$ cat src/logic/msoc_pkg.sv
// SoC fabric package: region map, register offsets,
// bus request/response structs and UART constants
`default_nettype none

package msoc_pkg;

  ////////////////////////////////////////////////////////////
  // bus geometry and region map
  localparam int unsigned msoc_addr_w    = 32;
  localparam int unsigned msoc_data_w    = 32;
  localparam int unsigned msoc_region_w  = 4;
  localparam int unsigned msoc_n_regions = 16;
  localparam int unsigned msoc_region_lsb = 20; // region in addr[23:20]
  localparam int unsigned msoc_word_lsb  = 2;   // byte offset below

  localparam int unsigned region_ram      = 1;
  localparam int unsigned region_uart_ctl = 2;
  localparam int unsigned region_uart_rx  = 3;
  localparam int unsigned region_gpio     = 7;

  localparam int unsigned ram_words_log2 = 14; // 64 KiB data RAM

  ////////////////////////////////////////////////////////////
  // UART registers
  localparam logic [3:0]  uart_off_tx          = 4'd0;
  localparam logic [3:0]  uart_off_baud        = 4'd1;
  localparam logic [15:0] uart_baud_reset      = 16'd87;
  localparam int unsigned uart_fifo_depth_log2 = 4;

  typedef struct packed {
    logic                   req;
    logic                   we;
    logic [3:0]             be;
    logic [msoc_addr_w-1:0] addr;
    logic [msoc_data_w-1:0] wdata;
  } bus_req_t;

  typedef struct packed {
    logic                   gnt;
    logic                   rvalid;
    logic [msoc_data_w-1:0] rdata;
  } bus_rsp_t;

  typedef struct packed {
    logic [10:0]                   pad_hi;
    logic [uart_fifo_depth_log2:0] count;
    logic [2:0]                    pad_lo;
    logic                          full;
    logic                          frame_err;  // of the head entry
    logic                          is_transmitting;
    logic                          is_receiving;
    logic                          not_empty;
    logic [7:0]                    head_byte;
  } uart_status_t;

endpackage

`default_nettype wire

$ cat src/logic/msoc_bus_decode.sv
// one-hot region decoder with same-cycle grant,
// next-cycle rvalid and read-data return mux
`timescale 1ns/1ps
`default_nettype none

module msoc_bus_decode import msoc_pkg::*;
(
  input  logic                      msoc_clk,
  input  logic                      rstn,
  input  bus_req_t                  bus_req_i,
  output logic [msoc_n_regions-1:0] sel_o,
  input  logic [msoc_data_w-1:0]    rdata_regions_i [msoc_n_regions],
  output bus_rsp_t                  bus_rsp_o
);

  logic [msoc_n_regions-1:0] sel_q; // select of the access in flight
  logic                      rvalid_q;
  logic [msoc_data_w-1:0]    rdata_mux;

  always_comb
  begin
    for (int i = 0; i < msoc_n_regions; i++)
    begin
      sel_o[i] = bus_req_i.req &&
                 (bus_req_i.addr[msoc_region_lsb +: msoc_region_w] == msoc_region_w'(i));
    end
  end

  always_ff @(posedge msoc_clk or negedge rstn)
  begin
    if (!rstn)
    begin
      sel_q    <= '0;
      rvalid_q <= 1'b0;
    end
    else
    begin
      sel_q    <= sel_o;
      rvalid_q <= bus_req_i.req; // every request is granted
    end
  end

  // unmapped regions read as zero, no select bit set
  always_comb
  begin
    rdata_mux = '0;
    for (int i = 0; i < msoc_n_regions; i++)
    begin
      if (sel_q[i])
        rdata_mux |= rdata_regions_i[i];
    end
  end

  assign bus_rsp_o.gnt    = bus_req_i.req; // never stalls
  assign bus_rsp_o.rvalid = rvalid_q;
  assign bus_rsp_o.rdata  = rdata_mux;

endmodule

`default_nettype wire

$ cat config.mk
export PLATFORM = sky130hd
export DESIGN_NAME = msoc_bus_decode
export DESIGN_NICKNAME = d
export VERILOG_FILES = /design/src/logic/msoc_pkg.sv /design/src/logic/msoc_bus_decode.sv
export SDC_FILE = /design/constraint.sdc
export NUM_CORES = 1
export LEC_CHECK = 0
export ABC_AREA = 0
export BUFFER_PORTS_ARGS = -buffer_cell sky130_fd_sc_hd__buf_4
export CAP_MARGIN = 20
export CORE_AREA = 2 2 244 246
export CTS_CLUSTER_SIZE = 12
export DETAILED_ROUTE_END_ITERATION = 8
export DIE_AREA = 0 0 246 248
export PLACE_DENSITY_LB_ADDON = 0.15
export SYNTH_ARGS = -nofsm -noshare
export SYNTH_HDL_FRONTEND = slang
export SYNTH_SLANG_ARGS = --single-unit
$ cat constraint.sdc
create_clock -name msoc_clk -period 1.4 [get_ports msoc_clk]
set_input_delay 0.14 -clock msoc_clk [delete_from_list [all_inputs] [get_ports msoc_clk]]
set_output_delay 0.14 -clock msoc_clk [all_outputs]
set_load 0.03 [all_outputs]
==> results_dict.tcl, run 1 <==
set metrics [dict create \
    path_cells "buf_12, buf_12, a22o_1, a221oi_2, buf_4, nand4_1, buf_6" \
    finalMaxSlewViolations 0 \
    total_power_mw 3.57 \
    io_buffers 568 \
    critical_path_arrival_ps 1850 \
    tns_ps -16860 \
    p_leak_nw 4.78 \
    p_clk_share_pct 15.9 \
    n_fill_cell 6622 \
    max-cap-violations 0 \
    slowest_stage "dfrtp_2" \
    drive_gt1_share_pct 81.5 \
    required_ps 1260 \
    postRouteAntennaNets 0 \
    yosysSeqAreaShare_pct 12.6 \
    worst_pin_slew_ps 364 \
    outcome "finished, violations left" \
    dr.pass1.iters 4 \
    placed_cells 1751 \
    worst_setup_path_start_kind "flip-flop" \
    holdCritStartpoint "bus_req_i[53]" \
    dpl.hpwl_mm 35.5 \
    whs_ps 138 \
    comb_power_share_pct 69.5 \
    cpPeakStageDelay_ps 440 \
    switching_share_pct 34.0 \
    cts.htree.levels 1 \
    hold_path_class "in2reg" \
    cellPowerDensity_nw_per_um2 338 \
    worst_slack_ps -593 \
    layout_min_cycle_time_ps 1990 \
    num_vias 6708 \
    avgSynthCellArea_um2 8.90 \
    synth.top_cell.area_share_pct 33.3 \
    grt_pass1_vias 7261 \
    grt-ovfl-total 0 \
    wl_mm 43.4 \
    grt.total_usage_pct 13.0 \
    area_growth_pct 214 \
    async_reset_ff_share_pct 100 \
    internal_power_mw 2.36 \
    setup_violations 32 \
    period_share_pct 142 \
    ys.flop_type "dfrtp_1" \
    cts_tree "yes" \
    dp_slack_ps -468 \
    nNetsFinal 1597 \
    yosys_warnings 0 \
    vias_per_cell 3.76 \
    cp-end-kind "output port" \
    fp.coreArea_um2 58500 \
    rsz0062_at_grt "true" \
    io_pins 634 \
    cts_buffers 3 \
    dr.first_iter.drc_count 204 \
    cp-startpoint "sel_q[0]" \
    clock_tree.root_cell "clkbuf_16" \
    grt_pass1_wl_mm 55.5 \
    clkSlewWorstSetupHoldPaths_ps 50 \
    cts.sinks 17 \
    start_util_pct 5.75 \
    path_buf_inv 4 \
    power_frac_seq_pct 14.5 \
    drc 0 \
    clock_path_buffers 2 \
    cpLargestDelayFamily "buffers and inverters" \
    syn_area_um2 3360 \
    rows 89 \
    synth-seq-cells 17 \
    syn-num-nets 962 \
    crit_type "reg2out" \
    antennaDiodeCount 0 \
    crit_fanout 7 \
    finalNonFillerCells 1785 \
    synth_cell_types 16 \
    gp_congestion 0.821 \
    crit_top_cell "buf_12" \
    synth_cells 378 \
    max_freq_mhz 502 \
    failed_checks "setup timing" \
    switching_power_mw 1.21 \
    vdd_drop_max_mv 0.282 \
    antenna_found_initial 2 \
    fp.dieH_um 248 \
    hold_viol 0 \
    die_width_um 246 \
    yosysTopAreaCell "a221oi_1" \
    synth_edf_count 0 \
    avgRoutedWirePerCell_um 24.3 \
    relSlewSlack_pct 75.7 \
    synthTopCellsByArea "a221oi_1 (33%), a22o_1 (33%), dfrtp_1 (13%)" \
    design.die.area_um2 61000 \
    grt_start_max_net_pins 23 \
]
## final timing paths
check | cells after the start | endpoint
setup / recovery | 7 | bus_rsp_o[1]
min in group asynchronous | 2 | sel_q[9]
max in group asynchronous | 2 | sel_q[11]
hold / removal | 2 | sel_q[8]
## power by group through the flow
stage	Clock, mW	Sequential, mW	Combinational, mW
after floorplan	0	0.519	0.635
after global placement	0	0.534	2.31
after detailed placement	0	0.534	2.33
after CTS	0.586	0.520	2.49
after global routing	0.612	0.521	2.64
final	0.569	0.519	2.48
## what timing repair did
action / in CTS / in global routing
hold buffers: 1 / 0
endpoints found under the setup margin: 34 / 33
resized for setup: 85 / 19
pin swaps: 17 / 22
gates cloned: 1 / 2
endpoints found under the hold margin: 17 / 0
setup buffers: 21 / 7
## synth_stat cells, types with 2 or more instances
master / n
a221oi_1: 128
a22o_1: 127
nand4_1: 32
buf_6: 24
clkbuf_1: 21
dfrtp_1: 17
nor2_1: 12
buf_4: 4
nor3_1: 4
nand2b_1: 2
nand3b_1: 2
## metrics by stage
stage / area, µm² / utilization, %
6_report: 10600 / 18.1
5_1_grt: 10600 / 18.1
4_1_cts: 10400 / 17.8
3_5_place_dp: 9670 / 16.5
3_3_place_gp: 9670 / 16.5
2_1_floorplan: 3920 / -
## layer usage
layer | up-vias | track usage (%) | wire (µm)
met5 | - | 0 | 13
met3 | 42 | 3.27 | 3260
met1 | 3225 | 15.2 | 17100
li1 | 3083 | - | -
met4 | 2 | 2.62 | 995
met2 | 356 | 23.6 | 22000
## flip-flops by register name, indices dropped and copies added (netlist names)
signal    cells
sel_q        16
rvalid_q      1
## cells by family after synthesis
group	Yosys count	synth area share, %
AOI/OAI and AO/OA	256	66.7
and+or+nand+nor	55	9.23
buffers and inverters	50	11.4
DFF	17	12.6
## cells in the final DEF (no fill, tap or decap), types with 2 or more instances in the layout
| cell type | Yosys | final |
|---|---|---|
| nor2_1 | 12 | 11 |
| buf_8 | 0 | 4 |
| a22o_4 | 0 | 6 |
| nand3b_1 | 2 | 2 |
| dfrtp_2 | 0 | 14 |
| buf_4 | 4 | 606 |
| buf_6 | 24 | 38 |
| dfrtp_4 | 0 | 2 |
| a22o_1 | 127 | 121 |
| nand2b_1 | 2 | 2 |
| nor3_2 | 0 | 2 |
| a221oi_2 | 0 | 113 |
| nor3_1 | 4 | 2 |
| nand4_1 | 32 | 32 |
| clkbuf_16 | 0 | 5 |
| a221oi_1 | 128 | 12 |
| buf_12 | 0 | 28 |
| a221oi_4 | 0 | 3 |
## final cells by class
class	instances	area [µm²]	area share, %
repair buffers	680	5690	53.8
multi-input cells	311	3380	32.0
well taps	773	967	9.16
flip-flops and latches	17	450	4.26
clock buffers	4	78.8	0.746
Power figures use the tool's default switching activity.
==> run 2, diff against run 1 <==
- BUFFER_PORTS_ARGS: -buffer_cell sky130_fd_sc_hd__buf_4 -> -buffer_cell sky130_fd_sc_hd__buf_2
- CORE_AREA: 2 2 244 246 -> 2 2 250 252
- DIE_AREA: 0 0 246 248 -> 0 0 252 254
- clock period: 1.4 -> 2.5 ns (I/O delays scaled with it)
==> run 2 against run 1 <==
The flow now finishes without violations. Routed wire length is 12% lower. Design area is 29% lower. Via count is 3.5% lower. Setup slack better by 710 ps. Core utilization is 5.9 points lower. Critical path depth is 2 lower. Non-clock buffer count is 54 lower. Sequential cell count stayed put. Combinational power is 64% lower. First-iteration DRC count is 77% higher. Sequential share of layout area is 1.8 points higher. Critical path type unchanged.
==> results_dict.tcl, run 2 (synthesized netlist as in run 1, its figures left out) <==
set metrics [dict create \
    outcome "complete, no violations" \
    cellPowerDensity_nw_per_um2 206 \
    postLayoutCoreUtil_pct 12.2 \
    drc 0 \
    period_share_pct 95.5 \
    internal_power_mw 0.946 \
    layout.cells.most_common "buf_2" \
    finalNonFillerCells 1752 \
    cts_buffers 3 \
    grt.total_usage_pct 10.9 \
    postRouteAntennaNets 0 \
    finalMaxSlewViolations 0 \
    dr.first_iter.drc_count 362 \
    switching_power_mw 0.592 \
    relSlewSlack_pct 37.2 \
    cp-end-kind "output port" \
    drive_gt1_share_pct 67.8 \
    io_buffers 568 \
    path_buf_inv 2 \
    cpLargestDelayFamily "flip-flops" \
    dpl.hpwl_mm 31.8 \
    worst_setup_path_start_kind "flip-flop" \
    max_flop_register "sel_q" \
    fp.coreArea_um2 61300 \
    avgRoutedWirePerCell_um 21.8 \
    io_pins 634 \
    cpPeakStageDelay_ps 650 \
    hold_viol 0 \
    grt_pass1_wl_mm 49.6 \
    die_width_um 252 \
    layout_common_cells "buf_2 (568), a22o_1 (127), a221oi_1 (125), buf_4 (51), nand4_1 (32)" \
    gp_congestion 0.805 \
    setup_violations 0 \
    grt-ovfl-total 0 \
    dr.pass1.iters 5 \
    max_freq_mhz 419 \
    num_vias 6474 \
    grt_start_max_net_pins 32 \
    clock_path_buffers 2 \
    required_ps 2250 \
    rows 91 \
    fp.dieH_um 254 \
    grt_pass1_vias 6798 \
    p_leak_nw 3.57 \
    worst_pin_slew_ps 941 \
    hold_path_class "in2reg" \
    path_cells "buf_4, a22o_1, a221oi_1, nand4_1, buf_2" \
    switching_share_pct 38.5 \
    area_growth_pct 122 \
    design.die.area_um2 64000 \
    layout_min_cycle_time_ps 2390 \
    reg_top3 "sel_q: 16 flops, rvalid_q: 1 flops" \
    clock_tree.root_cell "clkbuf_16" \
    wl_mm 38.3 \
    slowest_stage "dfrtp_2" \
    antenna_found_initial 8 \
    cts_tree "yes" \
    rsz0062_at_grt "false" \
    crit_fanout 20 \
    p_clk_share_pct 20.9 \
    cts.htree.levels 1 \
    crit_type "reg2out" \
    comb_power_share_pct 58.3 \
    placed_cells 1737 \
    cts.sinks 17 \
    max-cap-violations 0 \
    critical_path_arrival_ps 2140 \
    nNetsFinal 1543 \
    vdd_drop_max_mv 0.242 \
    tns_ps 0 \
    start_util_pct 5.49 \
    vias_per_cell 3.70 \
    clkSlewWorstSetupHoldPaths_ps 50 \
    power_frac_seq_pct 20.8 \
    largest_reg_flops 16 \
]
run 2: final timing paths:
kind | startpoint | to | slack, ps | cells past startpoint
max | sel_q[0] | bus_rsp_o[20] | 110 | 5
min | bus_req_i[69] | rvalid_q | 190 | 1
max in group asynchronous | rstn | sel_q[1] | 1710 | 2
min in group asynchronous | rstn | sel_q[3] | 470 | 2
run 2: per-stage QoR:
stage / cell area (µm²) / setup WS [ps] / power (mW) / hold WS [ps]
after global placement: 7260 / 129 / 1.23 / 218
final: 7460 / 112 / 1.54 / 192
after global routing: 7460 / 16.4 / 1.64 / 191
after floorplan: 3360 / 797 / 0.613 / -45.6
after detailed placement: 7260 / 155 / 1.23 / 211
after CTS: 7420 / 11.2 / 1.56 / 191
run 2: power by group through the flow:
stage	logic (mW)	registers [mW]	clock network, mW
finish	0.896	0.321	0.321
floorplan	0.323	0.290	0
global placement	0.898	0.332	0
global route	0.971	0.323	0.345
CTS	0.908	0.325	0.330
detailed placement	0.897	0.332	0
run 2: metal layers:
layer | vias up | track usage, % | wire (µm)
li1 | 2965 | - | -
met1 | 3052 | 13.3 | 15500
met2 | 407 | 19.9 | 19000
met3 | 48 | 1.60 | 2810
met4 | 2 | 2.79 | 980
met5 | - | 0 | 10
run 2: layout make-up:
type	count	area [µm²]
tap	790	988
sequential	17	455
multi-input combinational	311	2570
clock inverter	1	5.00
timing repair buffer	626	3360
clock buffer	3	75.1
antenna	4	10.0
fill	7191	53800
run 2: what timing repair did:
item / CTS / global route
resized for setup: 5 / 2
hold buffers: 1 / 0
setup buffers: 5 / 1
endpoints found under the hold margin: 17 / 0
endpoints found under the setup margin: 5 / 5
