**config.mk**
```make
export PLATFORM = sky130hd
export DESIGN_NAME = gpio_regs
export DESIGN_NICKNAME = d
export VERILOG_FILES = /design/src/logic/msoc_pkg.sv /design/src/logic/gpio_regs.sv
export SDC_FILE = /design/constraint.sdc
export NUM_CORES = 1
export LEC_CHECK = 0
export ABC_AREA = 1
export BUFFER_PORTS_ARGS = -buffer_cell sky130_fd_sc_hd__buf_2
export CAP_MARGIN = 20
export CORE_UTILIZATION = 25
export CTS_BUF_LIST = sky130_fd_sc_hd__clkbuf_4 sky130_fd_sc_hd__clkbuf_8
export CTS_CLUSTER_SIZE = 14
export DETAILED_ROUTE_END_ITERATION = 16
export HOLD_SLACK_MARGIN = 0.05
export PLACE_DENSITY_LB_ADDON = 0.1
export RECOVER_POWER = 100
export SLEW_MARGIN = 20
export SYNTH_ARGS = -nofsm -noshare
export SYNTH_HDL_FRONTEND = slang
export SYNTH_SLANG_ARGS = --single-unit
```
**constraint.sdc**
```tcl
create_clock -name msoc_clk -period 0.8 [get_ports msoc_clk]
set_input_delay 0.12 -clock msoc_clk [delete_from_list [all_inputs] [get_ports msoc_clk]]
set_output_delay 0.12 -clock msoc_clk [all_outputs]
set_load 0.02 [all_outputs]
```
**src/logic/msoc_pkg.sv**
```systemverilog
// SoC fabric package: region map, register offsets,
// bus request/response structs and UART constants
`default_nettype none

package msoc_pkg;

  ////////////////////////////////////////////////////////////
  // bus geometry and region map
  localparam int unsigned msoc_addr_w    = 32;
  localparam int unsigned msoc_data_w    = 32;
  localparam int unsigned msoc_region_w  = 4;
  localparam int unsigned msoc_n_regions = 16;
  localparam int unsigned msoc_region_lsb = 20; // region in addr[23:20]
  localparam int unsigned msoc_word_lsb  = 2;   // byte offset below

  localparam int unsigned region_ram      = 1;
  localparam int unsigned region_uart_ctl = 2;
  localparam int unsigned region_uart_rx  = 3;
  localparam int unsigned region_gpio     = 7;

  localparam int unsigned ram_words_log2 = 14; // 64 KiB data RAM

  ////////////////////////////////////////////////////////////
  // UART registers
  localparam logic [3:0]  uart_off_tx          = 4'd0;
  localparam logic [3:0]  uart_off_baud        = 4'd1;
  localparam logic [15:0] uart_baud_reset      = 16'd87;
  localparam int unsigned uart_fifo_depth_log2 = 4;

  typedef struct packed {
    logic                   req;
    logic                   we;
    logic [3:0]             be;
    logic [msoc_addr_w-1:0] addr;
    logic [msoc_data_w-1:0] wdata;
  } bus_req_t;

  typedef struct packed {
    logic                   gnt;
    logic                   rvalid;
    logic [msoc_data_w-1:0] rdata;
  } bus_rsp_t;

  typedef struct packed {
    logic [10:0]                   pad_hi;
    logic [uart_fifo_depth_log2:0] count;
    logic [2:0]                    pad_lo;
    logic                          full;
    logic                          frame_err;  // of the head entry
    logic                          is_transmitting;
    logic                          is_receiving;
    logic                          not_empty;
    logic [7:0]                    head_byte;
  } uart_status_t;

endpackage

`default_nettype wire

```
**src/logic/gpio_regs.sv**
```systemverilog
// LED output register and sampled DIP switch readback
`timescale 1ns/1ps
`default_nettype none

module gpio_regs import msoc_pkg::*;
(
  input  logic                   msoc_clk,
  input  logic                   rstn,
  input  logic                   sel_i,
  input  bus_req_t               bus_req_i,
  input  logic [15:0]            dip_i,
  output logic [7:0]             led_o,
  output logic [msoc_data_w-1:0] rdata_o
);

  logic [15:0] dip_q;

  always_ff @(posedge msoc_clk or negedge rstn)
  begin
    if (!rstn)
    begin
      led_o <= '0;
      dip_q <= '0;
    end
    else
    begin
      dip_q <= dip_i; // sampled every cycle
      if (sel_i && bus_req_i.we)
        led_o <= bus_req_i.wdata[7:0];
    end
  end

  always_ff @(posedge msoc_clk)
  begin
    if (sel_i)
      rdata_o <= {16'b0, dip_q};
  end

endmodule

`default_nettype wire

```
==> impl_metrics.ini, run 1 <==
[cells_and_area]
n_antenna_cell = 0
postLayoutCoreUtil_pct = 39.00
drive_gt1_share_pct = 37.89
layout_commonest_cell = sky130_fd_sc_hd__buf_2
area_delta_synth_final_pct = 48.75
layout_common_cells = 32 x sky130_fd_sc_hd__buf_2, 24 x sky130_fd_sc_hd__dfrtp_1, 18 x sky130_fd_sc_hd__buf_6, 17 x sky130_fd_sc_hd__nand2_1, 17 x sky130_fd_sc_hd__dlygate4sd3_1
nFillCells = 535
num-nets-final = 249

[power]
p_leak_nw = 0.9444
power_per_unit_of_standard_cell_area_mw_per_mm2 = 2277
ir_drop_uv = 830.4
totalPowerFinal_mw = 4.565

[synth]
ys_warnings = 0
synth_area_leader_cell = sky130_fd_sc_hd__dfrtp_1
synth_cell_types = 8
syn-cell-area_mm2 = 0.001348
ys_top_cells_by_area = sky130_fd_sc_hd__dfrtp_1 45%, sky130_fd_sc_hd__edfxtp_1 36%, sky130_fd_sc_hd__buf_4 8.9%
synthesis.area_per_instance_um2 = 16.04
synth.ff_latch_count = 40
synth_largest_type_area_fraction_pct = 44.57
seq_area_frac_synth_pct = 80.22
mapped_cells = 84

[worst_setup_path]
worst_setup_slack_for_register_to_register_paths_ns = 0.06
critical_path.reg2reg.endpoint = led_o[0]
end_kind = output pin
r2r_start = led_o[0]
required_ns = 0.68
timing.critical_path.max_delay_family = flip-flops
cp_max_fo = 2
worstSetupStartpointType = flop
crit_buf_inv = 1
worst-endpoint-arrival_ns = 0.83
critical_path.cell_chain = buf_6
r2r_cells = 3
setup.worst_path.class = flop to output pin
critical-path-slowest-cell = sky130_fd_sc_hd__dfrtp_1
crit_path_max_incr_delay_ns = 0.40

[run_status]
outcome = complete, but fails checks
violated_checks = negative setup slack

[worst_hold_path]
holdCritPathClass = input pin to flop
hold_end = led_o[1]
timing.hold.worst_path_depth = 3
min-delay-start = bus_req_i[1]

[global_route]
groute.usage.overall_pct = 8.406
antenna_found_initial = 0
largest_net_degree_at_the_start_of_global_routing = 25
grt_pass1_vias = 754
overflow = 0
grt_first_pass_wirelength_um = 3381

[timing]
setup_viol = 24
worstMarginPinSlew_ns = 0.5550
timing.final.max_slew_violations = 0
fraction_of_the_cycle_the_final_worst_path_needs_pct = 118.3
clock_skew_ns = 0.005023
fin_crit_ns = 0.9464
post-route-worst-setup-slack_ns = -0.1464
setup_repair_after_global_routing_missed_its_margin = true
slew_headroom_pct = 63.00
final_hold_viol_count = 0
achievable-frequency_mhz = 1057

[die]
die_h_um = 75.42
coreArea_mm2 = 0.005140
start_util_pct = 26.22
floorplan_die_width_um = 75.42
io-pin-count = 129
placement_row_count = 26
area_of_the_die_mm2 = 0.005687

[drt]
routed_wire_length_per_instance_um = 9.823
drt_iter0_drc = 15
detail-route-antenna-nets = 0
number_of_vias_after_detailed_routing = 817
drc = 0
detailedRoute.firstPassIterationCount = 4
route.detailed.vias_per_inst = 3.537
drt-total-wl_um = 2269

[job]
max-cap-violations = 0

[clock_network]
clockRootBuffer = sky130_fd_sc_hd__clkbuf_8
tritoncts = done
htreeDepth = 2
clock_latency_ns = 0.28
cts_buffer_depth = 2
clk_pin_slew_ns = 0.08
cts_num_sinks = 40
cts_made_buffers = 5

[placement]
io_buffers = 51
dpl_wire_length_um = 1601
gp_congestion = 0.6170
-- cell usage after synthesis --
cell type / instances
sky130_fd_sc_hd__buf_6: 2
sky130_fd_sc_hd__dfrtp_1: 24
sky130_fd_sc_hd__nand2_8: 1
sky130_fd_sc_hd__nand2_1: 16
sky130_fd_sc_hd__buf_4: 16
sky130_fd_sc_hd__nand3_1: 8
sky130_fd_sc_hd__conb_1: 1
sky130_fd_sc_hd__edfxtp_1: 16
-- power by group --
part	switching [mW]	internal, mW
logic	0.329	0.285
registers	0.0652	2.28
clock network	0.647	0.959
total	1.04	3.52
-- cells by family (layout without fill, tap and decap cells) --
| logic type | after synthesis | count (layout) | synth area share, % |
|---|---|---|---|
| DFF | 40 | 40 | 80.22 |
| and+or+nand+nor | 25 | 25 | 8.914 |
| buffers and inverters | 18 | 80 | 10.59 |
| other | 1 | 16 | 0.2783 |
-- metal layers --
| layer | vias to the layer above | track usage (%) | wire [µm] |
|---|---|---|---|
| met5 | - | 0 | 0 |
| met4 | 0 | 3.704 | 21 |
| met3 | 2 | 4.365 | 226 |
| met2 | 47 | 12.20 | 1098 |
| met1 | 375 | 10.47 | 923 |
| li1 | 393 | - | - |
-- state kept, by name, indices dropped and copies added (netlist names) --
| register | flops |
|---|---|
| dip_q | 16 |
| rdata_o | 16 |
| led_o | 8 |
-- worst max path at each step --
stage	to	start	cells after the start	slack, ns
after floorplan	led_o[0]	led_o[0]	2	0.12
after global placement	led_o[0]	sel_i	5	0.07
after detailed placement	led_o[3]	sel_i	5	0.06
after CTS	led_o[7]	led_o[7]	1	-0.16
after global routing	rdata_o[8]	rdata_o[8]	1	-0.19
final	led_o[4]	led_o[4]	1	-0.15
-- per-stage QoR --
step / TNS (ns) / instances / setup WS (ns) / area (µm²) / hold slack [ns]
4_1_cts: -3.553 / 231 / -0.1634 / 2009 / 0.05131
5_1_grt: -4.667 / 231 / -0.1883 / 2004 / 0.05652
6_report: -3.077 / 231 / -0.1464 / 2004 / 0.06440
3_3_place_gp: 0 / 205 / 0.06892 / 1664 / 0.07461
3_5_place_dp: 0 / 205 / 0.05731 / 1664 / 0.07158
2_1_floorplan: 0 / 99 / 0.1240 / 1404 / -0.1756
-- what timing repair did --
item / 4_1_cts / 5_1_grt
endpoints found under the hold margin: 40 / 0
endpoints found under the setup margin: 24 / 24
hold buffers: 17 / 0
gates resized for setup: 18 / 18
buffers inserted: 1 / 0
-- layout make-up --
cell class | count | area [µm²] | area share, %
sequential | 40 | 1081 | 53.93
timing repair buffer | 72 | 560.5 | 27.97
multi-input combinational | 41 | 163.9 | 8.177
tap | 70 | 87.58 | 4.370
clock buffer | 6 | 76.32 | 3.808
clock inverter | 2 | 35.03 | 1.748
Note: power is estimated with default switching activity, not from simulation.
==> run 2, diff against run 1 <==
--- a/config.mk
+++ b/config.mk
@@ -6,15 +6,17 @@
 export NUM_CORES = 1
 export LEC_CHECK = 0
 export ABC_AREA = 1
+export ABC_CLOCK_PERIOD_IN_PS = 800
 export BUFFER_PORTS_ARGS = -buffer_cell sky130_fd_sc_hd__buf_2
 export CAP_MARGIN = 20
-export CORE_UTILIZATION = 25
+export CORE_UTILIZATION = 33
 export CTS_BUF_LIST = sky130_fd_sc_hd__clkbuf_4 sky130_fd_sc_hd__clkbuf_8
 export CTS_CLUSTER_SIZE = 14
 export DETAILED_ROUTE_END_ITERATION = 16
 export HOLD_SLACK_MARGIN = 0.05
 export PLACE_DENSITY_LB_ADDON = 0.1
 export RECOVER_POWER = 100
+export SKIP_LAST_GASP = 1
 export SLEW_MARGIN = 20
 export SYNTH_ARGS = -nofsm -noshare
 export SYNTH_HDL_FRONTEND = slang
==> impl_metrics.ini, run 2 (same netlist as run 1, synthesis figures left out) <==
[worst_setup_path]
crit_buf_inv = 1
critical_path.cell_chain = buf_6
r2r_start = led_o[3]
r2r_cells = 3
worst_setup_slack_for_register_to_register_paths_ns = 0.06
cp_max_fo = 1
required_ns = 0.68
critical-path-slowest-cell = sky130_fd_sc_hd__edfxtp_1
critical_path.reg2reg.endpoint = led_o[3]
worst-endpoint-arrival_ns = 0.83
crit_path_max_incr_delay_ns = 0.40
timing.critical_path.max_delay_family = flip-flops
setup.worst_path.class = flop to output pin
worstSetupStartpointType = flop
end_kind = output pin

[global_route]
grt_pass1_vias = 900
groute.usage.overall_pct = 13.25
antenna_found_initial = 0
overflow = 0
largest_net_degree_at_the_start_of_global_routing = 25
grt_first_pass_wirelength_um = 4029

[clock_network]
htreeDepth = 2
clock_latency_ns = 0.28
cts_buffer_depth = 2
cts_num_sinks = 40
tritoncts = done
cts_made_buffers = 5
clockRootBuffer = sky130_fd_sc_hd__clkbuf_8
clk_pin_slew_ns = 0.07

[cells_and_area]
biggestRegsByFlops = dip_q: 16 flops, rdata_o: 16 flops, led_o: 8 flops
drive_gt1_share_pct = 38.65
area_delta_synth_final_pct = 47.35
layout_common_cells = 31 x sky130_fd_sc_hd__buf_2, 24 x sky130_fd_sc_hd__dfrtp_1, 19 x sky130_fd_sc_hd__buf_6, 17 x sky130_fd_sc_hd__dlygate4sd3_1
num-nets-final = 251
layout_commonest_cell = sky130_fd_sc_hd__buf_2
n_antenna_cell = 0
postLayoutCoreUtil_pct = 52.27
nFillCells = 324

[timing]
fraction_of_the_cycle_the_final_worst_path_needs_pct = 118.1
final_hold_viol_count = 0
achievable-frequency_mhz = 1058
clock_skew_ns = 0.005552
fin_crit_ns = 0.9451
setup_viol = 24
setup_repair_after_global_routing_missed_its_margin = true
timing.final.max_slew_violations = 0
hold-worst-slack_ns = 0.06897
post-route-worst-setup-slack_ns = -0.1451

[die]
die_h_um = 65.90
area_of_the_die_mm2 = 0.004343
coreArea_mm2 = 0.003799
floorplan_die_width_um = 65.90
placement_row_count = 22
io-pin-count = 129
start_util_pct = 35.47

[worst_hold_path]
min-delay-start = bus_req_i[3]
hold_end = led_o[3]
timing.hold.worst_path_depth = 3
holdCritPathClass = input pin to flop

[run_status]
outcome = complete, but fails checks
violated_checks = negative setup slack

[power]
ir_drop_uv = 1202
p_leak_nw = 0.9451
power_per_unit_of_standard_cell_area_mw_per_mm2 = 2120

[drt]
drc = 0
drt_iter0_drc = 16
number_of_vias_after_detailed_routing = 850
drt-total-wl_um = 2413
route.detailed.vias_per_inst = 4.028
detail-route-antenna-nets = 0
routed_wire_length_per_instance_um = 11.44
detailedRoute.firstPassIterationCount = 3

[placement]
dpl_wire_length_um = 1494
io_buffers = 51
gp_congestion = 0.6146

[job]
max-cap-violations = 0
[run 2: cell count changes in the layout (fill, tap and decap cells not counted), sizes merged]
cell / before / now
bufinv: 1 / 0
clkbuf: 10 / 11
clkinv: 1 / 3
[run 2: cell type report]
| type | count | area, µm² | share of cell area [%] |
|---|---|---|---|
| clock buffers | 5 | 68.82 | 3.466 |
| clock inverters | 3 | 13.76 | 0.6931 |
| multi-input cells | 41 | 180.2 | 9.074 |
| flip-flops and latches | 40 | 1081 | 54.44 |
| well taps | 48 | 60.06 | 3.025 |
| repair buffers | 74 | 581.8 | 29.30 |
[run 2: metal layers]
layer	global-route usage (%)	routed length, µm	up-vias
met3	6.207	214	5
li1	-	-	399
met5	0	0	-
met2	20.54	1169	54
met1	15.29	986	392
met4	6.522	44	0
[run 2: what timing repair did]
| action | CTS | global route |
|---|---|---|
| hold buffers | 17 | 0 |
| pin swaps | 0 | 0 |
| buffers inserted | 3 | 0 |
| gates resized for setup | 22 | 16 |
| setup endpoints to repair | 24 | 24 |
| hold endpoints to repair | 40 | 0 |
[run 2: report_power, final]
part	switching (mW)	leakage (nW)	internal, mW
sequential	0.0639	0.442	2.28
combinational	0.347	0.458	0.306
clock	0.623	0.0453	0.591
total	1.03	0.945	3.18
[run 2: per-stage QoR]
stage                     instances  setup slack (ns)  total power [mW]  area [µm²]  setup TNS, ns
after global placement          183           0.08817             2.840        1612              0
final                           211           -0.1451             4.210        1986         -3.036
after global routing            211           -0.1922             4.464        1986         -4.114
after CTS                       211           -0.1699             4.257        1956         -3.425
after detailed placement        183           0.06953             2.852        1612              0
after floorplan                  99            0.1240             2.686        1404              0
[run 2: worst max-delay path by stage]
stage,cells past startpoint,end,slack [ns],startpoint
floorplan,2,led_o[0],0.12,led_o[0]
global placement,2,rdata_o[13],0.09,sel_i
detailed placement,5,led_o[5],0.07,sel_i
CTS,1,rdata_o[12],-0.17,rdata_o[12]
global route,1,rdata_o[12],-0.19,rdata_o[12]
finish,1,rdata_o[12],-0.15,rdata_o[12]
==> run 3, diff against run 2 <==
--- a/config.mk
+++ b/config.mk
@@ -16,6 +16,7 @@
 export HOLD_SLACK_MARGIN = 0.05
 export PLACE_DENSITY_LB_ADDON = 0.1
 export RECOVER_POWER = 100
+export SKIP_CTS_REPAIR_TIMING = 1
 export SKIP_LAST_GASP = 1
 export SLEW_MARGIN = 20
 export SYNTH_ARGS = -nofsm -noshare
==> impl_metrics.ini, run 3 (same netlist as run 1, synthesis figures left out) <==
[run_status]
outcome = complete, but fails checks
violated_checks = negative setup slack

[timing]
achievable-frequency_mhz = 1055
final_hold_viol_count = 0
fin_crit_ns = 0.9478
setup_repair_after_global_routing_missed_its_margin = true
hold-worst-slack_ns = 0.06633
post-route-worst-setup-slack_ns = -0.1478
clock_skew_ns = 0.007293
fraction_of_the_cycle_the_final_worst_path_needs_pct = 118.5
setup_viol = 24
timing.final.max_slew_violations = 0

[placement]
io_buffers = 51
gp_congestion = 0.6146
dpl_cell_area_mm2 = 0.001612
dpl_wire_length_um = 1494

[clock_network]
cts_buffer_depth = 2
cts_made_buffers = 5
htreeDepth = 2
tritoncts = done
clk_pin_slew_ns = 0.07
clock_latency_ns = 0.28
cts_num_sinks = 40
clockRootBuffer = sky130_fd_sc_hd__clkbuf_8

[die]
die_h_um = 65.90
floorplan_die_width_um = 65.90
placement_row_count = 22
area_of_the_die_mm2 = 0.004343
coreArea_mm2 = 0.003799
start_util_pct = 35.47
io-pin-count = 129

[worst_setup_path]
crit_path_max_incr_delay_ns = 0.40
setup.worst_path.class = flop to output pin
timing.critical_path.max_delay_family = flip-flops
crit_buf_inv = 1
cp_max_fo = 1
worst-endpoint-arrival_ns = 0.83
end_kind = output pin
worstSetupStartpointType = flop
critical-path-slowest-cell = sky130_fd_sc_hd__edfxtp_1
critical_path.cell_chain = buf_6
required_ns = 0.68

[drt]
drt_iter0_drc = 16
drc = 0
detail-route-antenna-nets = 0
routed_wire_length_per_instance_um = 11.53
detailedRoute.firstPassIterationCount = 2
number_of_vias_after_detailed_routing = 849
route.detailed.vias_per_inst = 4.024
drt-total-wl_um = 2433

[power]
total_switching_power_mw = 1.030
ir_drop_uv = 1198
p_leak_nw = 0.9419
power_frac_comb_pct = 15.3
p_sw_share_pct = 24.54
power_per_unit_of_standard_cell_area_mw_per_mm2 = 2127
clock_power_share_pct = 28.8
power_report.internal_total_mw = 3.167
seq_power_share_pct = 55.8

[worst_hold_path]
holdCritPathClass = input pin to flop

[cells_and_area]
biggestRegsByFlops = dip_q: 16 flops, rdata_o: 16 flops, led_o: 8 flops
num-nets-final = 251
drive_gt1_share_pct = 38.65
area_delta_synth_final_pct = 46.43
finish.instance_area_mm2 = 0.001973
n_antenna_cell = 0
layout_commonest_cell = sky130_fd_sc_hd__buf_2
layout_common_cells = 33 x sky130_fd_sc_hd__buf_2, 24 x sky130_fd_sc_hd__dfrtp_1, 17 x sky130_fd_sc_hd__dlygate4sd3_1, 17 x sky130_fd_sc_hd__buf_6

[global_route]
grt_first_pass_wirelength_um = 3443
groute.usage.overall_pct = 11.57
largest_net_degree_at_the_start_of_global_routing = 25
antenna_found_initial = 0
grt_pass1_vias = 743
overflow = 0

[job]
max-cap-violations = 0
## run 3: worst reg2reg max path: stages (launching register included)
cell and delay, ns:
sky130_fd_sc_hd__dfrtp_1 0.40, sky130_fd_sc_hd__buf_4 0.14, sky130_fd_sc_hd__nand2_1 0.05, sky130_fd_sc_hd__nand2_1 0.05
## run 3: layout make-up
cell class / instances / area (µm²)
clock buffers: 5 / 68.82
clock inverters: 3 / 13.76
well taps: 48 / 60.06
flip-flops and latches: 40 / 1081
repair buffers: 74 / 569.3
fillers: 329 / 1826
multi-input cells: 41 / 180.2
## run 3: path summary, 6_finish.rpt
| check | cells past startpoint | end | from | slack, ns |
|---|---|---|---|---|
| worst min register to register | 0 | rdata_o[3] | dip_q[3] | 0.42 |
| worst max-delay path | 1 | rdata_o[12] | rdata_o[12] | -0.15 |
| min in group asynchronous | 3 | led_o[5] | rstn | 0.38 |
| worst min-delay path | 3 | led_o[3] | bus_req_i[3] | 0.07 |
| worst max register to register | 3 | led_o[2] | led_o[2] | 0.05 |
| max in group asynchronous | 3 | dip_q[15] | rstn | 0.17 |
## run 3: power groups by stage
stage	combinational, mW	sequential [mW]	clock, mW
2_1_floorplan	0.200	2.49	0
3_3_place_gp	0.480	2.36	0
3_5_place_dp	0.489	2.36	0
4_1_cts	0.488	2.33	1.27
5_1_grt	0.699	2.36	1.40
6_report	0.643	2.34	1.21
## run 3: per-layer routing
layer  track usage, %  share of wire (%)
met5                0                  0
met4            5.707                2.5
met3            6.034                9.2
met1            13.36                 40
met2            17.47                 48
## run 3: through the flow
step	power, mW	setup TNS [ns]	instances	utilization (%)	worst slack [ns]
floorplan	2.686	0	99	-	0.1240
global placement	2.840	0	183	42.42	0.08817
detailed placement	2.852	0	183	42.42	0.06953
CTS	4.084	-3.538	191	44.60	-0.1701
global route	4.452	-4.140	211	51.94	-0.1913
finish	4.197	-3.081	211	51.94	-0.1478
