`src/logic/msoc_pkg.sv`:
```
// SoC fabric package: region map, register offsets,
// bus request/response structs and UART constants
`default_nettype none

package msoc_pkg;

  ////////////////////////////////////////////////////////////
  // bus geometry and region map
  localparam int unsigned msoc_addr_w    = 32;
  localparam int unsigned msoc_data_w    = 32;
  localparam int unsigned msoc_region_w  = 4;
  localparam int unsigned msoc_n_regions = 16;
  localparam int unsigned msoc_region_lsb = 20; // region in addr[23:20]
  localparam int unsigned msoc_word_lsb  = 2;   // byte offset below

  localparam int unsigned region_ram      = 1;
  localparam int unsigned region_uart_ctl = 2;
  localparam int unsigned region_uart_rx  = 3;
  localparam int unsigned region_gpio     = 7;

  localparam int unsigned ram_words_log2 = 14; // 64 KiB data RAM

  ////////////////////////////////////////////////////////////
  // UART registers
  localparam logic [3:0]  uart_off_tx          = 4'd0;
  localparam logic [3:0]  uart_off_baud        = 4'd1;
  localparam logic [15:0] uart_baud_reset      = 16'd87;
  localparam int unsigned uart_fifo_depth_log2 = 4;

  typedef struct packed {
    logic                   req;
    logic                   we;
    logic [3:0]             be;
    logic [msoc_addr_w-1:0] addr;
    logic [msoc_data_w-1:0] wdata;
  } bus_req_t;

  typedef struct packed {
    logic                   gnt;
    logic                   rvalid;
    logic [msoc_data_w-1:0] rdata;
  } bus_rsp_t;

  typedef struct packed {
    logic [10:0]                   pad_hi;
    logic [uart_fifo_depth_log2:0] count;
    logic [2:0]                    pad_lo;
    logic                          full;
    logic                          frame_err;  // of the head entry
    logic                          is_transmitting;
    logic                          is_receiving;
    logic                          not_empty;
    logic [7:0]                    head_byte;
  } uart_status_t;

endpackage

`default_nettype wire

```
`src/logic/uart_rx_fifo.sv`:
```
// receive FIFO, 16 entries of {frame error, byte},
// with fill count and full/empty flags
`timescale 1ns/1ps
`default_nettype none

module uart_rx_fifo import msoc_pkg::*;
(
  input  logic                            msoc_clk,
  input  logic                            rstn,
  input  logic                            push_i,
  input  logic [8:0]                      din_i,
  input  logic                            pop_i,
  output logic [8:0]                      dout_o,
  output logic [uart_fifo_depth_log2:0]   count_o,
  output logic                            full_o,
  output logic                            empty_o
);

  logic [8:0]                      buffer [2**uart_fifo_depth_log2];
  logic [uart_fifo_depth_log2-1:0] wr_ptr;
  logic [uart_fifo_depth_log2-1:0] rd_ptr;
  logic [uart_fifo_depth_log2:0]   count_q;
  logic                            do_push;
  logic                            do_pop;

  assign full_o  = count_q[uart_fifo_depth_log2];
  assign empty_o = (count_q == '0);
  assign do_push = push_i && !full_o;  // dropped when full
  assign do_pop  = pop_i && !empty_o;

  always_ff @(posedge msoc_clk or negedge rstn)
  begin
    if (!rstn)
    begin
      wr_ptr  <= '0;
      rd_ptr  <= '0;
      count_q <= '0;
    end
    else
    begin
      if (do_push)
        wr_ptr <= wr_ptr + 1'b1;
      if (do_pop)
        rd_ptr <= rd_ptr + 1'b1;
      count_q <= count_q + (do_push ? 1'b1 : 1'b0) - (do_pop ? 1'b1 : 1'b0);
    end
  end

  always_ff @(posedge msoc_clk)
  begin
    if (do_push)
      buffer[wr_ptr] <= din_i;
  end

  assign dout_o  = buffer[rd_ptr]; // head entry
  assign count_o = count_q;

endmodule

`default_nettype wire

```
`src/logic/uart_core.sv`:
```
// UART transmitter and receiver with a shared baud divisor;
// receive input is synchronized and majority filtered
`timescale 1ns/1ps
`default_nettype none

module uart_core
(
  input  logic        msoc_clk,
  input  logic        rstn,
  input  logic [15:0] baud_i,
  input  logic        tx_start_i,
  input  logic [7:0]  tx_byte_i,
  input  logic        uart_rx_i,
  output logic        uart_tx_o,
  output logic        rx_valid_o,
  output logic [7:0]  rx_byte_o,
  output logic        rx_err_o,
  output logic        is_transmitting_o,
  output logic        is_receiving_o
);

  typedef enum logic [1:0] {RX_IDLE, RX_START, RX_DATA, RX_STOP} rx_state_e;

  logic [1:0]  rx_sync;
  logic [2:0]  rx_samp;
  logic        rx_maj;
  rx_state_e   rx_state;
  logic [15:0] rx_cnt;
  logic [2:0]  rx_bit;
  logic [7:0]  rx_shift;

  logic        tx_busy;
  logic [15:0] tx_cnt;
  logic [3:0]  tx_left;  // bits still to send after the current one
  logic [8:0]  tx_shift; // data bits then stop bit

  assign rx_maj = (rx_samp[0] & rx_samp[1]) | (rx_samp[1] & rx_samp[2]) |
                  (rx_samp[0] & rx_samp[2]);

  ////////////////////////////////////////////////////////////
  // receiver
  always_ff @(posedge msoc_clk or negedge rstn)
  begin
    if (!rstn)
    begin
      rx_sync    <= 2'b11; // idle line is high
      rx_samp    <= 3'b111;
      rx_state   <= RX_IDLE;
      rx_cnt     <= '0;
      rx_bit     <= '0;
      rx_shift   <= '0;
      rx_valid_o <= 1'b0;
      rx_byte_o  <= '0;
      rx_err_o   <= 1'b0;
    end
    else
    begin
      rx_sync    <= {rx_sync[0], uart_rx_i};
      rx_samp    <= {rx_samp[1:0], rx_sync[1]};
      rx_valid_o <= 1'b0;
      case (rx_state)
        RX_IDLE:
          if (!rx_maj)
          begin
            rx_state <= RX_START;
            rx_cnt   <= baud_i >> 1; // aim at the bit middle
          end
        RX_START:
          if (rx_cnt != 0)
            rx_cnt <= rx_cnt - 1'b1;
          else if (!rx_maj)
          begin
            rx_state <= RX_DATA;
            rx_cnt   <= baud_i;
            rx_bit   <= '0;
          end
          else
            rx_state <= RX_IDLE; // glitch, not a start bit
        RX_DATA:
          if (rx_cnt != 0)
            rx_cnt <= rx_cnt - 1'b1;
          else
          begin
            rx_shift <= {rx_maj, rx_shift[7:1]}; // lsb first
            rx_cnt   <= baud_i;
            rx_bit   <= rx_bit + 1'b1;
            if (rx_bit == 3'd7)
              rx_state <= RX_STOP;
          end
        default:
          if (rx_cnt != 0)
            rx_cnt <= rx_cnt - 1'b1;
          else
          begin
            rx_valid_o <= 1'b1;
            rx_byte_o  <= rx_shift;
            rx_err_o   <= !rx_maj; // stop bit must be high
            rx_state   <= RX_IDLE;
          end
      endcase
    end
  end

  assign is_receiving_o = (rx_state != RX_IDLE);

  ////////////////////////////////////////////////////////////
  // transmitter
  always_ff @(posedge msoc_clk or negedge rstn)
  begin
    if (!rstn)
    begin
      tx_busy   <= 1'b0;
      tx_cnt    <= '0;
      tx_left   <= '0;
      tx_shift  <= '1;
      uart_tx_o <= 1'b1;
    end
    else if (!tx_busy)
    begin
      if (tx_start_i)
      begin
        tx_busy   <= 1'b1;
        tx_cnt    <= baud_i;
        tx_left   <= 4'd9;
        tx_shift  <= {1'b1, tx_byte_i};
        uart_tx_o <= 1'b0; // start bit
      end
    end
    else if (tx_cnt != 0)
      tx_cnt <= tx_cnt - 1'b1;
    else if (tx_left == 0)
    begin
      tx_busy   <= 1'b0;
      uart_tx_o <= 1'b1;
    end
    else
    begin
      uart_tx_o <= tx_shift[0];
      tx_shift  <= {1'b1, tx_shift[8:1]};
      tx_left   <= tx_left - 1'b1;
      tx_cnt    <= baud_i;
    end
  end

  assign is_transmitting_o = tx_busy;

endmodule

`default_nettype wire

```
`src/logic/uart_regs.sv`:
```
// UART register block: transmit strobe, baud divisor,
// receive FIFO status readback and pop
`timescale 1ns/1ps
`default_nettype none

module uart_regs import msoc_pkg::*;
(
  input  logic                   msoc_clk,
  input  logic                   rstn,
  input  logic                   ctl_sel_i,
  input  logic                   rx_sel_i,
  input  bus_req_t               bus_req_i,
  output logic [msoc_data_w-1:0] rdata_o,
  input  logic                   uart_rx_i,
  output logic                   uart_tx_o
);

  logic                          tx_start;
  logic [7:0]                    tx_byte;
  logic [15:0]                   baud;
  logic                          rx_valid;
  logic [7:0]                    rx_byte;
  logic                          rx_err;
  logic                          is_transmitting;
  logic                          is_receiving;
  logic [8:0]                    fifo_head;
  logic [uart_fifo_depth_log2:0] fifo_count;
  logic                          fifo_full;
  logic                          fifo_empty;
  logic [3:0]                    word_off;
  uart_status_t                  status;

  assign word_off = bus_req_i.addr[msoc_word_lsb +: 4];

  always_ff @(posedge msoc_clk or negedge rstn)
  begin
    if (!rstn)
    begin
      tx_start <= 1'b0;
      tx_byte  <= '0;
      baud     <= uart_baud_reset;
    end
    else
    begin
      tx_start <= 1'b0; // single cycle strobe
      if (ctl_sel_i && bus_req_i.we)
      begin
        if (word_off == uart_off_tx)
        begin
          tx_start <= 1'b1;
          tx_byte  <= bus_req_i.wdata[7:0];
        end
        else if (word_off == uart_off_baud)
          baud <= bus_req_i.wdata[15:0];
      end
    end
  end

  always_comb
  begin
    status                 = '0;
    status.count           = fifo_count;
    status.full            = fifo_full;
    status.frame_err       = fifo_head[8];
    status.is_transmitting = is_transmitting;
    status.is_receiving    = is_receiving;
    status.not_empty       = !fifo_empty;
    status.head_byte       = fifo_head[7:0];
  end

  always_ff @(posedge msoc_clk)
  begin
    if (rx_sel_i)
      rdata_o <= status;
    else if (ctl_sel_i)
      rdata_o <= {16'b0, baud}; // divisor readback
  end

  uart_core u_core (
    .msoc_clk          (msoc_clk),
    .rstn              (rstn),
    .baud_i            (baud),
    .tx_start_i        (tx_start),
    .tx_byte_i         (tx_byte),
    .uart_rx_i         (uart_rx_i),
    .uart_tx_o         (uart_tx_o),
    .rx_valid_o        (rx_valid),
    .rx_byte_o         (rx_byte),
    .rx_err_o          (rx_err),
    .is_transmitting_o (is_transmitting),
    .is_receiving_o    (is_receiving)
  );

  uart_rx_fifo u_rx_fifo (
    .msoc_clk (msoc_clk),
    .rstn     (rstn),
    .push_i   (rx_valid),
    .din_i    ({rx_err, rx_byte}),
    .pop_i    (rx_sel_i && bus_req_i.we), // any write pops
    .dout_o   (fifo_head),
    .count_o  (fifo_count),
    .full_o   (fifo_full),
    .empty_o  (fifo_empty)
  );

endmodule

`default_nettype wire

```
`config.mk`:
```
export PLATFORM = sky130hd
export DESIGN_NAME = uart_regs
export DESIGN_NICKNAME = d
export VERILOG_FILES = /design/src/logic/msoc_pkg.sv /design/src/logic/uart_rx_fifo.sv /design/src/logic/uart_core.sv /design/src/logic/uart_regs.sv
export SDC_FILE = /design/constraint.sdc
export NUM_CORES = 1
export LEC_CHECK = 0
export BUFFER_PORTS_ARGS = -buffer_cell sky130_fd_sc_hd__buf_2
export CORE_MARGIN = 4
export CORE_UTILIZATION = 55
export CTS_CLUSTER_DIAMETER = 120
export DETAILED_ROUTE_END_ITERATION = 8
export PLACE_DENSITY = 0.74
export SLEW_MARGIN = 20
export SYNTH_ARGS = -nofsm -noshare
export SYNTH_HDL_FRONTEND = slang
export SYNTH_SLANG_ARGS = --single-unit
```
`constraint.sdc`:
```
create_clock -name msoc_clk -period 3.4 [get_ports msoc_clk]
set_clock_uncertainty 0.2 [all_clocks]
set_input_delay 1.02 -clock msoc_clk [delete_from_list [all_inputs] [get_ports msoc_clk]]
set_output_delay 1.02 -clock msoc_clk [all_outputs]
set_load 0.05 [all_outputs]
```
==> results.cfg, run 1 <==
[worst_setup_path]
critical_path_peak_fanout = 3
cp-end-kind = register
crit_arrival_ns = 3.34
cp.required_ns = 3.62
max_stage_delay_ns = 0.61
path_class = register to register
critPathLaunchType = register
crit_chain = inv_1 > ha_1 > or4b_2 > and3_1 > ha_1 > inv_1 > ha_1 > inv_1 > fa_1 > inv_1 > a21oi_1 > nor2_1 > nor2_1 > xnor2_1
cpMostUsedCell = inv_1
cp_slowest_cell = or4b_2

[cells_and_area]
final_util_pct = 63.5
finalNonFillerCells = 1257
final_cell_area_mm2 = 0.0139
drive_above_1_share_pct = 26.0
syn2layout_area_growth_pct = 13.3
fin_nets = 1053
diodes = 0
final_cell_mix = edfxtp_1, dfrtp_1, nor2_1
final_common_cell = edfxtp_1

[synth]
ys_ff_latch = 277
avgSynthCellArea_um2 = 14.2
synth-edff-count = 162
ys_types = 67
synth_ff_type = edfxtp_1
synth_cells = 867
yosysSeqAreaShare_pct = 63.2
ys_async_sr_fraction_pct = 40.4
synth_warnings = 0
synth_area_mm2 = 0.0123

[hold_path]
hold_path.class = register to register

[detailed_routing]
route.detailed.drc = 0
wl_per_cell_um = 21.1
first_iter_violations = 735
routed_via_density = 6.09
firstDrtPassIters = 5
routed_wl_mm = 26.5
num_vias = 7659
antenna_left = 0

[sta]
fin_ws_ns = 0.277
setup_tns_ns = 0
hold_violations = 0
drv_slew = 0
whs_ns = 0.148
rsz0062_at_grt = false
slew_headroom_pct = 36.0
setup_violations = 0
max_freq_ghz = 0.320
period_needed_ns = 3.12
fin_crit_sh_pct = 91.8
worstMarginPinSlew_ns = 0.958

[global_routing]
grt_antenna_before_repair = 0
grt_max_degree = 48
grt_overflow = 0
grt_pass1_wl_mm = 42.0
grt_pass1_vias = 7512
track_usage_pct = 21.8

[clocking]
path_clk_slew_ns = 0.06
hold_buffers = 0
post-cts-setup-buffers = 0
tritoncts = built
numCtsBuffers = 29
root_buffer = clkbuf_16
cts_sinks = 277
clk_path_buf_depth = 3
post_cts_resized = 0
clk_latency_ns = 0.54
htreeDepth = 1

[floorplanning]
fp-row-count = 54
io_pins = 108
initial_utilization_pct = 56.1
coreArea_mm2 = 0.0219
die_w_um = 157
fp.dieH_um = 157
fp.dieArea_mm2 = 0.0248

[placed_design]
dp_hpwl_mm = 17.9
dp_cells = 1203
port_buffers = 47
place_congestion = 0.914
dp_worst_setup_slack_ns = 0.281
place_area_mm2 = 0.0130

[power_and_ir_drop]
power_density_mw_per_mm2 = 794
total_power_mw = 11.0
vdd_drop_max_mv = 0.430
p_leak_nw = 5.43

[job]
cap_violations = 0

[run_status]
status = complete, no violations
kinds of logic after synthesis:
group	share of synthesized area, %
adders and majority gates	2.59
xor gates and xnor gates	1.64
DFF	63.2
buffers and inverters	3.06
and+or+nand+nor	8.14
other	0.0306
AOI/OAI and AO/OA	7.87
muxes	13.5
worst max-delay path, delay by kind of cell (launching register included):
family,cells,cell delay (ns)
flops,1,0.39
compound gates,1,0.06
xor+xnor,1,0.11
fa+ha+maj,4,0.99
buf+inv,4,0.27
simple gates,4,1.00
final cells by class:
type	count	area, um2
clock buffers	41	791
clock inverters	13	72.6
fillers	1599	7990
inverters	38	143
multi-input cells	513	4180
flip-flops and latches	277	7750
well taps	280	350
repair buffers	95	611
power by group:
| part | switching (mW) | internal, mW |
|---|---|---|
| clock | 1.25 | 1.62 |
| combinational | 1.99 | 1.48 |
| sequential | 0.607 | 4.09 |
worst paths after layout:
path	slack (ns)	depth (start not counted)	to	start
max in group asynchronous	2.05	2	u_core.rx_sync[1]$_DFF_PN1_	rstn
worst min register to register	0.15	0	u_core.rx_samp[0]$_DFF_PN1_	u_core.rx_sync[1]$_DFF_PN1_
worst max-delay path	0.28	14	u_rx_fifo.count_o[4]$_DFF_PN0_	u_rx_fifo.count_o[2]$_DFF_PN0_
min in group asynchronous	0.19	1	u_rx_fifo.count_o[2]$_DFF_PN0_	rstn
worst max register to register	0.28	14	u_rx_fifo.count_o[4]$_DFF_PN0_	u_rx_fifo.count_o[2]$_DFF_PN0_
worst min-delay path	0.15	0	u_core.rx_samp[0]$_DFF_PN1_	u_core.rx_sync[1]$_DFF_PN1_
metal layers:
layer	vias up	global-route usage (%)	routed length (um)
met1	3887	31.6	11500
met2	266	35.4	12800
met5	-	0	0
li1	3455	-	-
met4	0	5.28	562
met3	51	3.33	1660
sequential cells by signal (all words and copies together) (netlist names), 4 cells and up:
register,cells
u_rx_fifo.buffer,144
rdata_o,21
baud,16
u_core.rx_cnt,16
u_core.tx_cnt,16
tx_byte,8
u_core.rx_byte_o,8
u_core.rx_shift,8
u_core.tx_shift,8
u_rx_fifo.count_o,5
u_core.tx_left,4
u_rx_fifo.rd_ptr,4
u_rx_fifo.wr_ptr,4
cells in the mapped netlist (7+ instances only):
cell      number  area, um2
ha_1          23        288
nand3_1       11       55.1
or3_1          7       43.8
inv_1         38        143
mux2i_1       35        350
mux4_2        36        811
nand2_1       44        165
o21ai_0       25        125
xnor2_1       18        158
clkbuf_1      26       97.6
o31ai_1       10       75.1
mux2_2        43        484
nor3_1        17       85.1
dfstp_2       19        499
buf_4         11       82.6
edfxtp_1     162       4860
a21oi_1       47        235
o221a_2        8       90.1
nand4_1       10       62.6
nor2_1        52        195
nor4_1        13       81.3
dfrtp_1       93       2330
No activity file was read; power rests on OpenSTA's default activity.
==> run 2, diff against run 1 <==
--- a/config.mk
+++ b/config.mk
@@ -9,6 +9,7 @@
 export CORE_MARGIN = 4
 export CORE_UTILIZATION = 55
 export CTS_CLUSTER_DIAMETER = 120
+export CTS_CLUSTER_SIZE = 24
 export DETAILED_ROUTE_END_ITERATION = 8
 export PLACE_DENSITY = 0.74
 export SLEW_MARGIN = 20
==> constraint.sdc (replaced) <==
create_clock -name msoc_clk -period 3.4 [get_ports msoc_clk]
set_clock_uncertainty 0.2 [all_clocks]
set_input_delay 1.02 -clock msoc_clk [delete_from_list [all_inputs] [get_ports msoc_clk]]
set_output_delay 1.02 -clock msoc_clk [all_outputs]
set_load 0.02 [all_outputs]
==> run 2 against run 1 <==
  * Sequential share of layout area is 1.8 points higher
  * Count of clock-buffer cells in the layout is 17 lower
  * Global-route usage is 0.48 points lower
  * Hold slack better by 0.014 ns
  * Wire length is 1.7% lower
  * Die area stayed put
  * Flip-flop and latch count stayed put
  * Maximum frequency hardly changed
  * Total power is 11% lower
  * Clock power is 34% lower
  * Combinational power is 5.8% lower
==> results.cfg, run 2 (synthesized netlist as in run 1, its figures left out) <==
[detailed_routing]
routed_via_density = 6.10
routed_wl_mm = 26.0
first_iter_violations = 690
firstDrtPassIters = 6
antenna_left = 0
num_vias = 7491
wl_per_cell_um = 21.2
route.detailed.drc = 0

[worst_setup_path]
critPathLaunchType = register
path_delay_family = adder cells
critical_path_peak_fanout = 3
cp-end-kind = register
cp.required_ns = 3.58
crit_arrival_ns = 3.31
max_stage_delay_ns = 0.60
crit_chain = inv_1 > ha_1 > or4b_2 > and3_1 > ha_1 > inv_1 > ha_1 > inv_1 > fa_1 > inv_1 > a21oi_1 > nor2_1 > nor2_1 > xnor2_1
cpMostUsedCell = inv_1
cp_slowest_cell = or4b_2
path_class = register to register
critPathBufInv = 4

[power_and_ir_drop]
p_leak_nw = 5.21
total_power_mw = 9.84
power_density_mw_per_mm2 = 731
vdd_drop_max_mv = 0.486

[job]
cap_violations = 0

[cells_and_area]
drive_above_1_share_pct = 24.1
fin_nets = 1039
final_common_cell = edfxtp_1
syn2layout_area_growth_pct = 9.79
diodes = 0
reg_top3 = u_rx_fifo.buffer x144, rdata_o x21
final_cell_mix = edfxtp_1, dfrtp_1, nor2_1
finalNonFillerCells = 1229
n_fill_cell = 1641
largest_reg_flops = 144
largest-register = u_rx_fifo.buffer

[sta]
hold_violations = 0
setup_violations = 0
setup_tns_ns = 0
slew_headroom_pct = 40.2
period_needed_ns = 3.12
fin_crit_sh_pct = 91.9
drv_slew = 0
max_freq_ghz = 0.320
rsz0062_at_grt = false
fin_ws_ns = 0.276
worstMarginPinSlew_ns = 0.896

[clocking]
post-cts-setup-buffers = 0
root_buffer = clkbuf_16
path_clk_slew_ns = 0.10
htreeDepth = 1
numCtsBuffers = 15
cts_sinks = 277
tritoncts = built
clk_latency_ns = 0.50
clk_path_buf_depth = 3
hold_buffers = 0
post_cts_resized = 0

[placed_design]
dp_hpwl_mm = 17.9
dp_worst_setup_slack_ns = 0.281
port_buffers = 47
dp_cells = 1203
place_congestion = 0.914

[floorplanning]
fp.dieArea_mm2 = 0.0248
fp.dieH_um = 157
io_pins = 108
fp-row-count = 54
initial_utilization_pct = 56.1
die_w_um = 157
coreArea_mm2 = 0.0219

[run_status]
status = complete, no violations

[global_routing]
use_met1_pct = 31.7
grt_busiest_layer = met2
grt_overflow = 0
grt_pass1_vias = 7306
grt_max_degree = 48
use_met2_pct = 34.6
track_usage_pct = 21.3
grt_antenna_before_repair = 0
met3_usage_pct = 2.80
grt_pass1_wl_mm = 41.2

[hold_path]
hold_path.class = register to register
## run 2: cell types whose count changed in the layout (fill, tap and decap cells not counted)
| cell | previous run | this run |
|---|---|---|
| clkbuf_16 | 29 | 15 |
| inv_6 | 2 | 1 |
| clkinv_1 | 2 | 0 |
| clkinvlp_4 | 1 | 0 |
| clkinv_8 | 0 | 1 |
| clkbuf_1 | 10 | 9 |
| clkbuf_8 | 2 | 0 |
| clkinv_2 | 8 | 0 |
## run 2: report_power, final
group	internal (mW)	leakage [nW]	switching (mW)	total (mW)
combinational	1.48	2.07	1.78	3.27
clock	0.851	0.207	1.04	1.89
sequential	4.08	2.93	0.605	4.68
total	6.41	5.21	3.43	9.84
## run 2: routing by layer
layer	part of all wire (%)	wire length [um]	up-vias
met5	0	0	-
met3	5.3	1370	39
met2	48	12600	242
li1	-	-	3402
met4	1.9	499	0
met1	45	11600	3808
## run 2: area by class of cell
class                   instances  area (um2)  share of cell area (%)
flip-flops and latches        277        7750                    57.5
multi-input cells             513        4180                    31.0
repair buffers                 95         611                    4.53
clock buffers                  24         409                    3.04
well taps                     280         350                    2.60
inverters                      38         143                    1.06
clock inverters                 2        25.0                   0.186
## run 2: stage by stage
| step | area (um2) | hold WS, ns | utilization (%) |
|---|---|---|---|
| CTS | 13500 | 0.162 | 61.5 |
| detailed placement | 13000 | 0.148 | 59.6 |
| global placement | 13000 | 0.146 | 59.6 |
| global route | 13500 | 0.165 | 61.5 |
| finish | 13500 | 0.162 | 61.5 |
| floorplan | 12300 | 0.145 | - |
## run 2: path summary, 6_finish.rpt
kind	from	end	slack, ns	depth (start not counted)
worst max-delay path	u_rx_fifo.count_o[2]$_DFF_PN0_	u_rx_fifo.count_o[4]$_DFF_PN0_	0.28	14
worst min register to register	u_core.rx_sync[1]$_DFF_PN1_	u_core.rx_samp[0]$_DFF_PN1_	0.16	0
min in group asynchronous	rstn	u_rx_fifo.wr_ptr[2]$_DFFE_PN0N_	0.23	1
worst max register to register	u_rx_fifo.count_o[2]$_DFF_PN0_	u_rx_fifo.count_o[4]$_DFF_PN0_	0.28	14
max in group asynchronous	rstn	u_core.rx_samp[0]$_DFF_PN1_	2.01	2
worst min-delay path	u_core.rx_sync[1]$_DFF_PN1_	u_core.rx_samp[0]$_DFF_PN1_	0.16	0
